<file path="src/hw/sprite_rom.mem">
// one 64-bit word per sprite row, 8 palette indices with col 0 in the top byte
// rows 0-7 sprite 0, 8-15 sprite 1, 16-23 sprite 2, 24-31 sprite 3
B4B4B4B4B4B4B4B4
B4000000000000B4
B4002B2B2B2B00B4
B4002B07072B00B4
B4002B07072B00B4
B4002B2B2B2B00B4
B4000000000000B4
B4B4B4B4B4B4B4B4
000000E0E0000000
0000E01E1EE00000
00E01E24241EE000
E01E24FFFF241EE0
E01E24FFFF241EE0
00E01E24241EE000
0000E01E1EE00000
000000E0E0000000
0102030405060708
090A0B0C0D0E0F10
1112131415161718
191A1B1C1D1E1F20
2122232425262728
292A2B2C2D2E2F30
3132333435363738
393A3B3C3D3E3F40
D7D8D7D8D7D8D7D8
D8D7D8D7D8D7D8D7
D7D8D7D8D7D8D7D8
D8D7D8D7D8D7D8D7
D7D8D7D8D7D8D7D8
D8D7D8D7D8D7D8D7
D7D8D7D8D7D8D7D8
D8D7D8D7D8D7D8D7

</file>
<file path="src/hw/sprite_pkg.sv">
// fixed config of 4 sprites of 8x8 with a 2-bit sprite kind; palette entries 216..255 read as black
package sprite_pkg;

    typedef logic [11:0] coord_t;
    typedef logic [10:0] hcount_t;
    typedef logic [9:0]  vcount_t;
    typedef logic [6:0]  addr_t;
    typedef logic [1:0]  sprite_id_t;
    typedef logic [7:0]  pal_idx_t;

    typedef struct packed {
        logic [7:0] r;
        logic [7:0] g;
        logic [7:0] b;
    } rgb_t;

    typedef struct packed {
        coord_t     x;
        coord_t     y;
        sprite_id_t sprite;
        logic       active;
    } object_t;

    typedef struct packed {
        hcount_t hcount;
        vcount_t vcount;
        logic    active_video;
        logic    hs_n;
        logic    vs_n;
    } scan_t;

    typedef struct packed {
        logic       hit;
        sprite_id_t sprite;
        logic [2:0] row;
        logic [2:0] col;
    } hit_t;

    localparam int sprite_size  = 8;
    localparam int sprite_count = 4;

    localparam rgb_t bg_reset_color = 24'h008000;
    localparam int   bg_addr        = 0;
    localparam int   first_obj_addr = 1;

    // object word layout
    localparam int obj_x_lsb      = 20;
    localparam int obj_y_lsb      = 8;
    localparam int obj_sprite_lsb = 2;
    localparam int obj_active_bit = 1;

    // 6x6x6 colour cube
    localparam int         palette_levels = 6;
    localparam logic [7:0] palette_step   = 8'h33;
    localparam int         palette_used   = 216;

    // pipeline contents while blanked or in reset
    localparam scan_t scan_blank = '{hcount: '0, vcount: '0, active_video: 1'b0,
                                     hs_n: 1'b1, vs_n: 1'b1};

endpackage

</file>
<file path="src/hw/vga_timing.sv">
// h total must stay within 2048 cycles and v total within 1024 lines
`timescale 1ns/10ps

module vga_timing #(
    parameter int h_active = 1280,
    parameter int h_front  = 32,
    parameter int h_sync   = 192,
    parameter int h_back   = 96,
    parameter int v_active = 480,
    parameter int v_front  = 10,
    parameter int v_sync   = 2,
    parameter int v_back   = 33
) (
    input  logic              clk,
    input  logic              reset,
    output sprite_pkg::scan_t scan
);
    import sprite_pkg::*;

    localparam int h_total = h_active + h_front + h_sync + h_back;
    localparam int v_total = v_active + v_front + v_sync + v_back;

    localparam hcount_t h_last       = hcount_t'(h_total - 1);
    localparam vcount_t v_last       = vcount_t'(v_total - 1);
    localparam hcount_t h_sync_start = hcount_t'(h_active + h_front);
    localparam hcount_t h_sync_end   = hcount_t'(h_active + h_front + h_sync);
    localparam vcount_t v_sync_start = vcount_t'(v_active + v_front);
    localparam vcount_t v_sync_end   = vcount_t'(v_active + v_front + v_sync);

    hcount_t hcount;
    vcount_t vcount;
    logic    end_of_line;
    logic    end_of_frame;

    assign end_of_line  = hcount == h_last;
    assign end_of_frame = vcount == v_last;

    always_ff @(posedge clk or posedge reset) begin
        if (reset) begin
            hcount <= '0;
            vcount <= '0;
        end else begin
            hcount <= end_of_line ? '0 : hcount + 1'b1;
            if (end_of_line) begin
                vcount <= end_of_frame ? '0 : vcount + 1'b1; // one line per h wrap
            end
        end
    end

    always_comb begin
        scan.hcount       = hcount;
        scan.vcount       = vcount;
        scan.active_video = (hcount < hcount_t'(h_active)) && (vcount < vcount_t'(v_active));
        scan.hs_n         = !((hcount >= h_sync_start) && (hcount < h_sync_end));
        scan.vs_n         = !((vcount >= v_sync_start) && (vcount < v_sync_end));
    end

endmodule

</file>
<file path="src/hw/object_table.sv">
// plain write strobe, no readback; addresses past max_objects are dropped silently
`timescale 1ns/10ps

module object_table #(
    parameter int max_objects = 8
) (
    input  logic                clk,
    input  logic                reset,
    input  logic                chipselect,
    input  logic                write,
    input  sprite_pkg::addr_t   address,
    input  logic [31:0]         writedata,
    output sprite_pkg::rgb_t    background,
    output sprite_pkg::object_t objects [max_objects]
);
    import sprite_pkg::*;

    object_t new_obj;
    logic    wr_en;

    assign wr_en = chipselect && write;

    // split the word by the register map and ignore sprite kind bits [7:4]
    always_comb begin
        new_obj.x      = writedata[obj_x_lsb +: $bits(coord_t)];
        new_obj.y      = writedata[obj_y_lsb +: $bits(coord_t)];
        new_obj.sprite = writedata[obj_sprite_lsb +: $bits(sprite_id_t)];
        new_obj.active = writedata[obj_active_bit];
    end

    always_ff @(posedge clk or posedge reset) begin
        if (reset) begin
            background <= bg_reset_color;
        end else if (wr_en && address == addr_t'(bg_addr)) begin
            background <= writedata[$bits(rgb_t)-1:0];
        end
    end

    always_ff @(posedge clk or posedge reset) begin
        if (reset) begin
            for (int i = 0; i < max_objects; i++) begin
                objects[i] <= '0; // inactive at 0,0
            end
        end else if (wr_en) begin
            for (int i = 0; i < max_objects; i++) begin
                if (address == addr_t'(first_obj_addr + i)) begin
                    objects[i] <= new_obj;
                end
            end
        end
    end

endmodule

</file>
<file path="src/hw/object_scan.sv">
// search is fully combinational over all objects in one cycle; depth grows with max_objects
`timescale 1ns/10ps

module object_scan #(
    parameter int max_objects = 8
) (
    input  logic                clk,
    input  logic                reset,
    input  sprite_pkg::scan_t   scan_in,
    input  sprite_pkg::object_t objects [max_objects],
    output sprite_pkg::hit_t    hit,
    output sprite_pkg::scan_t   scan_out
);
    import sprite_pkg::*;

    logic [12:0] column;
    logic [12:0] line;
    logic [12:0] col_off [max_objects];
    logic [12:0] row_off [max_objects];
    hit_t        hit_next;

    // pixel column runs at half the counter rate
    assign column = {3'b000, scan_in.hcount[10:1]};
    assign line   = {3'b000, scan_in.vcount};

    // offsets wrap to large values when the pixel lies left of or above the object
    always_comb begin
        for (int i = 0; i < max_objects; i++) begin
            col_off[i] = column - {1'b0, objects[i].x};
            row_off[i] = line - {1'b0, objects[i].y};
        end
    end

    // ascending loop, so the last match is the highest index
    always_comb begin
        hit_next = '0;
        for (int i = 0; i < max_objects; i++) begin
            if (objects[i].active
                && col_off[i] < 13'(sprite_size)
                && row_off[i] < 13'(sprite_size)) begin
                hit_next.hit    = 1'b1;
                hit_next.sprite = objects[i].sprite;
                hit_next.row    = row_off[i][2:0];
                hit_next.col    = col_off[i][2:0];
            end
        end
    end

    always_ff @(posedge clk or posedge reset) begin
        if (reset) begin
            hit      <= '0;
            scan_out <= scan_blank;
        end else begin
            hit      <= hit_next;
            scan_out <= scan_in;
        end
    end

endmodule

</file>
<file path="src/hw/sprite_fetch.sv">
// loads 64-bit ROM words from hw/sprite_rom.mem relative to the run directory
`timescale 1ns/10ps

module sprite_fetch (
    input  logic                 clk,
    input  logic                 reset,
    input  sprite_pkg::hit_t     hit,
    input  sprite_pkg::scan_t    scan_in,
    output sprite_pkg::pal_idx_t pixel_index,
    output logic                 pixel_hit,
    output sprite_pkg::scan_t    scan_out
);
    import sprite_pkg::*;

    localparam int word_w    = sprite_size * $bits(pal_idx_t);
    localparam int rom_depth = sprite_count * sprite_size;

    logic [word_w-1:0] rom [rom_depth];
    logic [word_w-1:0] row_word;
    pal_idx_t          col_byte;

    initial begin
        $readmemh("/design/src/hw/sprite_rom.mem", rom);
    end

    assign row_word = rom[{hit.sprite, hit.row}]; // sprite*8 + row

    // col 0 sits in the top byte
    assign col_byte = row_word[(sprite_size - 1 - int'(hit.col)) * $bits(pal_idx_t)
                               +: $bits(pal_idx_t)];

    always_ff @(posedge clk or posedge reset) begin
        if (reset) begin
            pixel_index <= '0;
            pixel_hit   <= 1'b0;
            scan_out    <= scan_blank;
        end else begin
            pixel_index <= col_byte;
            pixel_hit   <= hit.hit;
            scan_out    <= scan_in;
        end
    end

endmodule

</file>
<file path="src/hw/pixel_compositor.sv">
// black palette colours are transparent, so sprites cannot draw pure black
`timescale 1ns/10ps

module pixel_compositor (
    input  logic                 clk,
    input  logic                 reset,
    input  sprite_pkg::rgb_t     background,
    input  sprite_pkg::pal_idx_t pixel_index,
    input  logic                 pixel_hit,
    input  sprite_pkg::scan_t    scan_in,
    output logic [7:0]           vga_r,
    output logic [7:0]           vga_g,
    output logic [7:0]           vga_b,
    output logic                 vga_clk,
    output logic                 vga_hs,
    output logic                 vga_vs,
    output logic                 vga_blank_n
);
    import sprite_pkg::*;

    rgb_t pal_color;
    rgb_t pixel_color;

    // colour cube rule with entries past the cube left black
    always_comb begin
        pal_color = '0;
        if (int'(pixel_index) < palette_used) begin
            pal_color.r = 8'(int'(pixel_index) / (palette_levels * palette_levels)
                             * palette_step);
            pal_color.g = 8'((int'(pixel_index) / palette_levels) % palette_levels
                             * palette_step);
            pal_color.b = 8'(int'(pixel_index) % palette_levels * palette_step);
        end
    end

    always_comb begin
        if (!scan_in.active_video) begin
            pixel_color = '0;
        end else if (pixel_hit && pal_color != '0) begin
            pixel_color = pal_color;
        end else begin
            pixel_color = background;
        end
    end

    always_ff @(posedge clk or posedge reset) begin
        if (reset) begin
            {vga_r, vga_g, vga_b} <= '0;
            vga_clk               <= 1'b0;
            vga_hs                <= 1'b1;
            vga_vs                <= 1'b1;
            vga_blank_n           <= 1'b0;
        end else begin
            {vga_r, vga_g, vga_b} <= pixel_color;
            vga_clk               <= scan_in.hcount[0]; // 25 MHz pixel strobe
            vga_hs                <= scan_in.hs_n;
            vga_vs                <= scan_in.vs_n;
            vga_blank_n           <= scan_in.active_video;
        end
    end

endmodule

</file>
<file path="src/hw/vga_sprite_top.sv">
// pins lag the raster counters by exactly 3 clocks; max_objects from 1 to 126
`timescale 1ns/10ps

module vga_sprite_top #(
    parameter int max_objects = 8,
    parameter int h_active    = 1280,
    parameter int h_front     = 32,
    parameter int h_sync      = 192,
    parameter int h_back      = 96,
    parameter int v_active    = 480,
    parameter int v_front     = 10,
    parameter int v_sync      = 2,
    parameter int v_back      = 33
) (
    input  logic              clk,
    input  logic              reset,
    input  logic              chipselect,
    input  logic              write,
    input  sprite_pkg::addr_t address,
    input  logic [31:0]       writedata,
    output logic [7:0]        vga_r,
    output logic [7:0]        vga_g,
    output logic [7:0]        vga_b,
    output logic              vga_clk,
    output logic              vga_hs,
    output logic              vga_vs,
    output logic              vga_blank_n,
    output logic              vga_sync_n
);
    import sprite_pkg::*;

    rgb_t     background;
    object_t  objects [max_objects];
    scan_t    scan_s0;
    scan_t    scan_s1;
    scan_t    scan_s2;
    hit_t     hit_s1;
    pal_idx_t index_s2;
    logic     hit_s2;

    assign vga_sync_n = 1'b0; // no sync on green

    object_table #(
        .max_objects (max_objects)
    ) u_table (
        .clk        (clk),
        .reset      (reset),
        .chipselect (chipselect),
        .write      (write),
        .address    (address),
        .writedata  (writedata),
        .background (background),
        .objects    (objects)
    );

    vga_timing #(
        .h_active (h_active),
        .h_front  (h_front),
        .h_sync   (h_sync),
        .h_back   (h_back),
        .v_active (v_active),
        .v_front  (v_front),
        .v_sync   (v_sync),
        .v_back   (v_back)
    ) u_timing (
        .clk   (clk),
        .reset (reset),
        .scan  (scan_s0)
    );

    object_scan #(
        .max_objects (max_objects)
    ) u_scan (
        .clk      (clk),
        .reset    (reset),
        .scan_in  (scan_s0),
        .objects  (objects),
        .hit      (hit_s1),
        .scan_out (scan_s1)
    );

    sprite_fetch u_fetch (
        .clk         (clk),
        .reset       (reset),
        .hit         (hit_s1),
        .scan_in     (scan_s1),
        .pixel_index (index_s2),
        .pixel_hit   (hit_s2),
        .scan_out    (scan_s2)
    );

    pixel_compositor u_comp (
        .clk         (clk),
        .reset       (reset),
        .background  (background),
        .pixel_index (index_s2),
        .pixel_hit   (hit_s2),
        .scan_in     (scan_s2),
        .vga_r       (vga_r),
        .vga_g       (vga_g),
        .vga_b       (vga_b),
        .vga_clk     (vga_clk),
        .vga_hs      (vga_hs),
        .vga_vs      (vga_vs),
        .vga_blank_n (vga_blank_n)
    );

endmodule

</file>
<file path="config.mk">
export PLATFORM = sky130hd
export DESIGN_NAME = vga_sprite_top
export DESIGN_NICKNAME = d
export VERILOG_FILES = /design/src/hw/sprite_pkg.sv /design/src/hw/vga_timing.sv /design/src/hw/object_table.sv /design/src/hw/object_scan.sv /design/src/hw/sprite_fetch.sv /design/src/hw/pixel_compositor.sv /design/src/hw/vga_sprite_top.sv
export SDC_FILE = /design/constraint.sdc
export NUM_CORES = 1
export LEC_CHECK = 0
export BUFFER_PORTS_ARGS = -buffer_cell sky130_fd_sc_hd__buf_2
export CAP_MARGIN = 20
export CORE_UTILIZATION = 50
export DETAILED_ROUTE_END_ITERATION = 7
export PLACE_DENSITY = 0.66
export SETUP_SLACK_MARGIN = 0.15
export SLEW_MARGIN = 20
export SYNTH_ARGS = -nofsm -noshare
export SYNTH_HDL_FRONTEND = slang
export SYNTH_HIERARCHICAL = 1
export SYNTH_SLANG_ARGS = --single-unit
</file>
<file path="constraint.sdc">
create_clock -name clk -period 8.6 [get_ports clk]
set_input_delay 0.86 -clock clk [delete_from_list [all_inputs] [get_ports clk]]
set_output_delay 0.86 -clock clk [all_outputs]
set_load 0.1 [all_outputs]
</file>
# == Word-level counts from Yosys, hierarchy flattened ==
# Cells that the tools add are included.
# op_classes
n_lt_le_gt_ge,23
n_mux,13
n_reduce_logical,34
div,4
shift,1
addsub,19
multipliers,3
eq_ne,10
# ops
cell,count
13-bit by 4-bit less-than comparator with 1-bit output (second input constant),16
10-bit by 12-bit subtractor with 13-bit output,16
32-bit by 6-bit multiplier with 8-bit output (second input constant),3
24-bit 2-to-1 mux,3
9-bit 2-to-1 mux,8
64-bit by 32-bit variable part select with 8-bit output (first input constant),1
8-bit by 3-bit divider with 32-bit output (second input constant),1
8-bit by 6-bit divider with 32-bit output (second input constant),1
32-bit by 3-bit modulo with 32-bit output (second input constant),1
8-bit by 3-bit modulo with 32-bit output (second input constant),1
7-bit by 3-bit equality test with 1-bit output (second input constant),4
24-bit nonzero test,1
1-bit logical AND,22
11-bit less-than comparator (second input constant),2
10-bit by 9-bit less-than comparator with 1-bit output (second input constant),2
2-bit AND reduction,8
7-bit by 2-bit equality test with 1-bit output (second input constant),2
11-bit by 1-bit adder with 11-bit output (second input constant),1
11-bit equality test (second input constant),1
11-bit greater-or-equal comparator (second input constant),1
11-bit 2-to-1 mux,1
10-bit by 1-bit adder with 10-bit output (second input constant),1
10-bit equality test (second input constant),1
10-bit by 9-bit greater-or-equal comparator with 1-bit output (second input constant),1
7 further kinds,8
# word_totals
inputBits,43
regBits,310

# == Longest topological paths before layout ==
# logic_depth
word_depth,12
depth_mapped,39

# == Hierarchy ==
# The synthesis kept the hierarchy.
# by_module_without_submodules
mod,area_per_inst_um2,instances,seq_area_each_um2,cells_each
object_scan,9420.3,1,828.3,1258
object_table,9253.9,1,6007.0,519
pixel_compositor,4137.7,1,703.2,496
vga_timing,1163.6,1,525.5,118
sprite_fetch,695.7,1,628.1,35
vga_sprite_top,11.3,1,0.0,2

# == Worst setup path after synthesis ==
# Ideal clock, no wire load.
# synth_timing
path_type,register to register
startpoint,reg u_timing.hcount[2]
endpoint,reg u_scan/hit[2] (netlist name)
slack_ns,4.986
period_less_slack_ns,3.614
t_required_ns,8.458
arrival_time_ns,3.472
setup_ns,0.142
stages_incl_launch_ff,13
n_path_buf,0
cell_sequence,dfrtp_1 -> inv_1 -> fa_1 -> nand2b_1 -> a21oi_1 -> o21ai_1 -> a221oi_1 -> o2111ai_1 -> or4_1 -> or4_1 -> o211ai_1 -> a211o_1 -> a31oi_1
# synth_lines
item,line,source
from (decl),vga_timing.sv:30,hcount_t hcount;
from (signal assigned),vga_timing.sv:43,hcount <= end_of_line ? '0 : hcount + 1'b1;

==> metrics <==
run status=complete, no violations; Die Footprint=45000 um2; Worst Path Required=9.09 ns; total area of multi-input combinational cells=13600 um2; die width=212 um; number of antenna violations at the first check in global routing=3; setup violation total in the final timing report=0; number of DRC violations after detailed routing=0; unrepaired setup endpoints after global routing=false; series of cell instances along the critical path=inv_1 -> fa_1 -> nand2b_1 -> a21oi_1 -> o21ai_1 -> a221oi_1 -> o2111ai_1 -> or4_1 -> or3_1 -> nand3_1 -> or4b_1; WL final=61100 um; area grow syn2layout=8.33%; number of standard cells in the final layout excluding fillers=2891; GRT Resource Usage Total=27.8%; static power due to leakage=11.3 nW; Yosys warning count=6; clock root buffer master=sky130_fd_sc_hd__clkbuf_16; Core Rows=76; Slew Limit Headroom=30.9%; type of the worst min-delay path=input pin to asynchronous set/reset pin; number of levels in the clock H-tree=2; category of the critical setup timing path=flop to flop; Least-Margin Pin Slew=1.04 ns; Cells after Synth=2227; TritonCTS clock tree=built; startpoint kind of the worst setup timing path=flop; clock period minus worst slack=3.72 ns; first-pass GRT wire length=95700 um; Setup TNS Final=0 ns; clock sinks=283; post-detailed-route via-to-cell ratio=6.00; gpl congestion=0.943; arrival time reported for the critical path endpoint=4.21 ns; Filler Cell Count=3883; final-report max-slew violation count=0; pin count of the biggest net entering global routing=104; via count of the first global-routing pass=16713; Max Clock Skew=0.0252 ns; Max stage delay on crit path=0.68 ns; CP max-delay cell=sky130_fd_sc_hd__dfrtp_1; Floorplan Core Area=43400 um2; peak supply drop=0.000298 V; Final period util=43.3%; hold buffers post-CTS=0; starting utilization of the core area=50.9%; Pwr per Cell Area=207 nW/um2; net total in the final layout=2557; HPWL after detailed placement=43200 um; I/O pins=72; CTS clk-pin slew, worst paths=0.06 ns; worst-case reg-to-reg path depth=11; Gates resized, CTS repair=0; area taken by flip-flops and latches=7090 um2; clock buffers created by TritonCTS=35; mapped cell area=22100 um2; average wire per cell in the routed design=21.1 um; Highest Clock Rate=268 MHz; number of failing hold endpoints at the final stage=0; worst-path fanout max=14; vertical extent of the die=212 um; Avg Inst Size Synth=9.92 um2; number of placed instances, taps included=2829; final antenna-violating net count=0; aggregate global routing overflow=0; detailed router's first-iteration violation count=1322; CTS Buffer Depth=3; number of input and output port buffers inserted=70; clock latency on the worst-skew pair=0.54 ns; Post CTS Setup Buffer Count=0; number of iterations in the first detailed-routing pass=5; routed via count=17334; fraction of final layout cells sized beyond drive strength 1=19.3%; max-capacitance violation count=0; crit end category=flop
## cell type report
type	instances	area share [%]
diodes	1	0.0105
repair buffers	79	1.75
clock buffers	54	4.38
well taps	585	3.06
clock inverters	7	0.382
multi-input cells	1630	56.8
inverters	252	3.99
flip-flops and latches	283	29.6
## layout by cell type, fill, tap and decap left out, types with 28 or more instances in the layout
cell and n:
sky130_fd_sc_hd__a21oi_1 103, sky130_fd_sc_hd__a31oi_1 28, sky130_fd_sc_hd__buf_2 70, sky130_fd_sc_hd__clkbuf_16 35, sky130_fd_sc_hd__dfrtp_1 276, sky130_fd_sc_hd__ha_1 208, sky130_fd_sc_hd__inv_1 248, sky130_fd_sc_hd__mux2_2 200
sky130_fd_sc_hd__nand2_1 76, sky130_fd_sc_hd__nand2b_1 37, sky130_fd_sc_hd__nand3_1 48, sky130_fd_sc_hd__nor2_1 132, sky130_fd_sc_hd__nor2b_1 50, sky130_fd_sc_hd__nor3_1 41, sky130_fd_sc_hd__o21a_1 38, sky130_fd_sc_hd__o21ai_0 82
sky130_fd_sc_hd__xnor2_1 39
## path summary, 6_finish.rpt
kind / to / startpoint / slack, ns
setup / recovery: u_scan/hit[8]$_DFF_PP0_ / u_timing/hcount[2]$_DFF_PP0_ / 4.88
hold / removal: u_fetch/pixel_hit$_DFF_PP0_ / reset / 0.30
setup reg to reg: u_scan/hit[8]$_DFF_PP0_ / u_timing/hcount[2]$_DFF_PP0_ / 4.88
hold reg to reg: u_fetch/scan_out[13]$_DFF_PP0_ / u_scan/scan_out[13]$_DFF_PP0_ / 0.33
max in group asynchronous: u_table/objects[69]$_DFFE_PP0P_ / reset / 6.61
min in group clk: u_fetch/scan_out[13]$_DFF_PP0_ / u_scan/scan_out[13]$_DFF_PP0_ / 0.33
## per-layer routing
layer / global-route usage [%] / wire length (um) / part of all wire (%)
met1: 38.8 / 28200 / 46
met4: 10.2 / 2060 / 3.4
met5: 0 / 0 / 0
met2: 44.3 / 27500 / 45
met3: 3.31 / 3320 / 5.4
## sequential cells by signal, indices dropped and copies added (netlist names)
name / flops
u_table/objects: 200
u_table/background: 24
u_timing/hcount: 11
u_timing/vcount: 10
u_comp/vga_b: 8
u_comp/vga_g: 8
u_comp/vga_r: 8
u_fetch/scan_out: 4
u_scan/scan_out: 4
u_comp/vga_blank_n: 1
u_comp/vga_clk: 1
u_comp/vga_hs: 1
u_comp/vga_vs: 1
u_fetch/pixel_hit: 1
u_scan/hit: 1
## critical path: cells and delay by family (launching register included)
family | cells | cell delay (ns)
buffers and inverters | 1 | 0.42
and+or+nand+nor | 5 | 1.32
DFF | 1 | 0.68
AOI/OAI and AO/OA | 4 | 0.76
adders and majority gates | 1 | 0.49
## power breakdown
group	internal, W	switching, W
logic	0.000792	0.00125
registers	0.00139	0.0000307
clock network	0.000895	0.000581
total	0.00308	0.00187
## metrics by stage
stage	setup WS (ns)	hold slack, ns	util, %	instance area [um2]	total power, W
floorplan	1.61	0.331	-	22100	0.00304
global placement	4.99	0.337	52.5	22800	0.00310
detailed placement	4.89	0.340	52.5	22800	0.00311
CTS	4.87	0.282	55.2	23900	0.00460
global route	4.63	0.305	55.2	23900	0.00525
finish	4.88	0.305	55.2	23900	0.00494
Note: power is estimated with default switching activity, not from simulation.
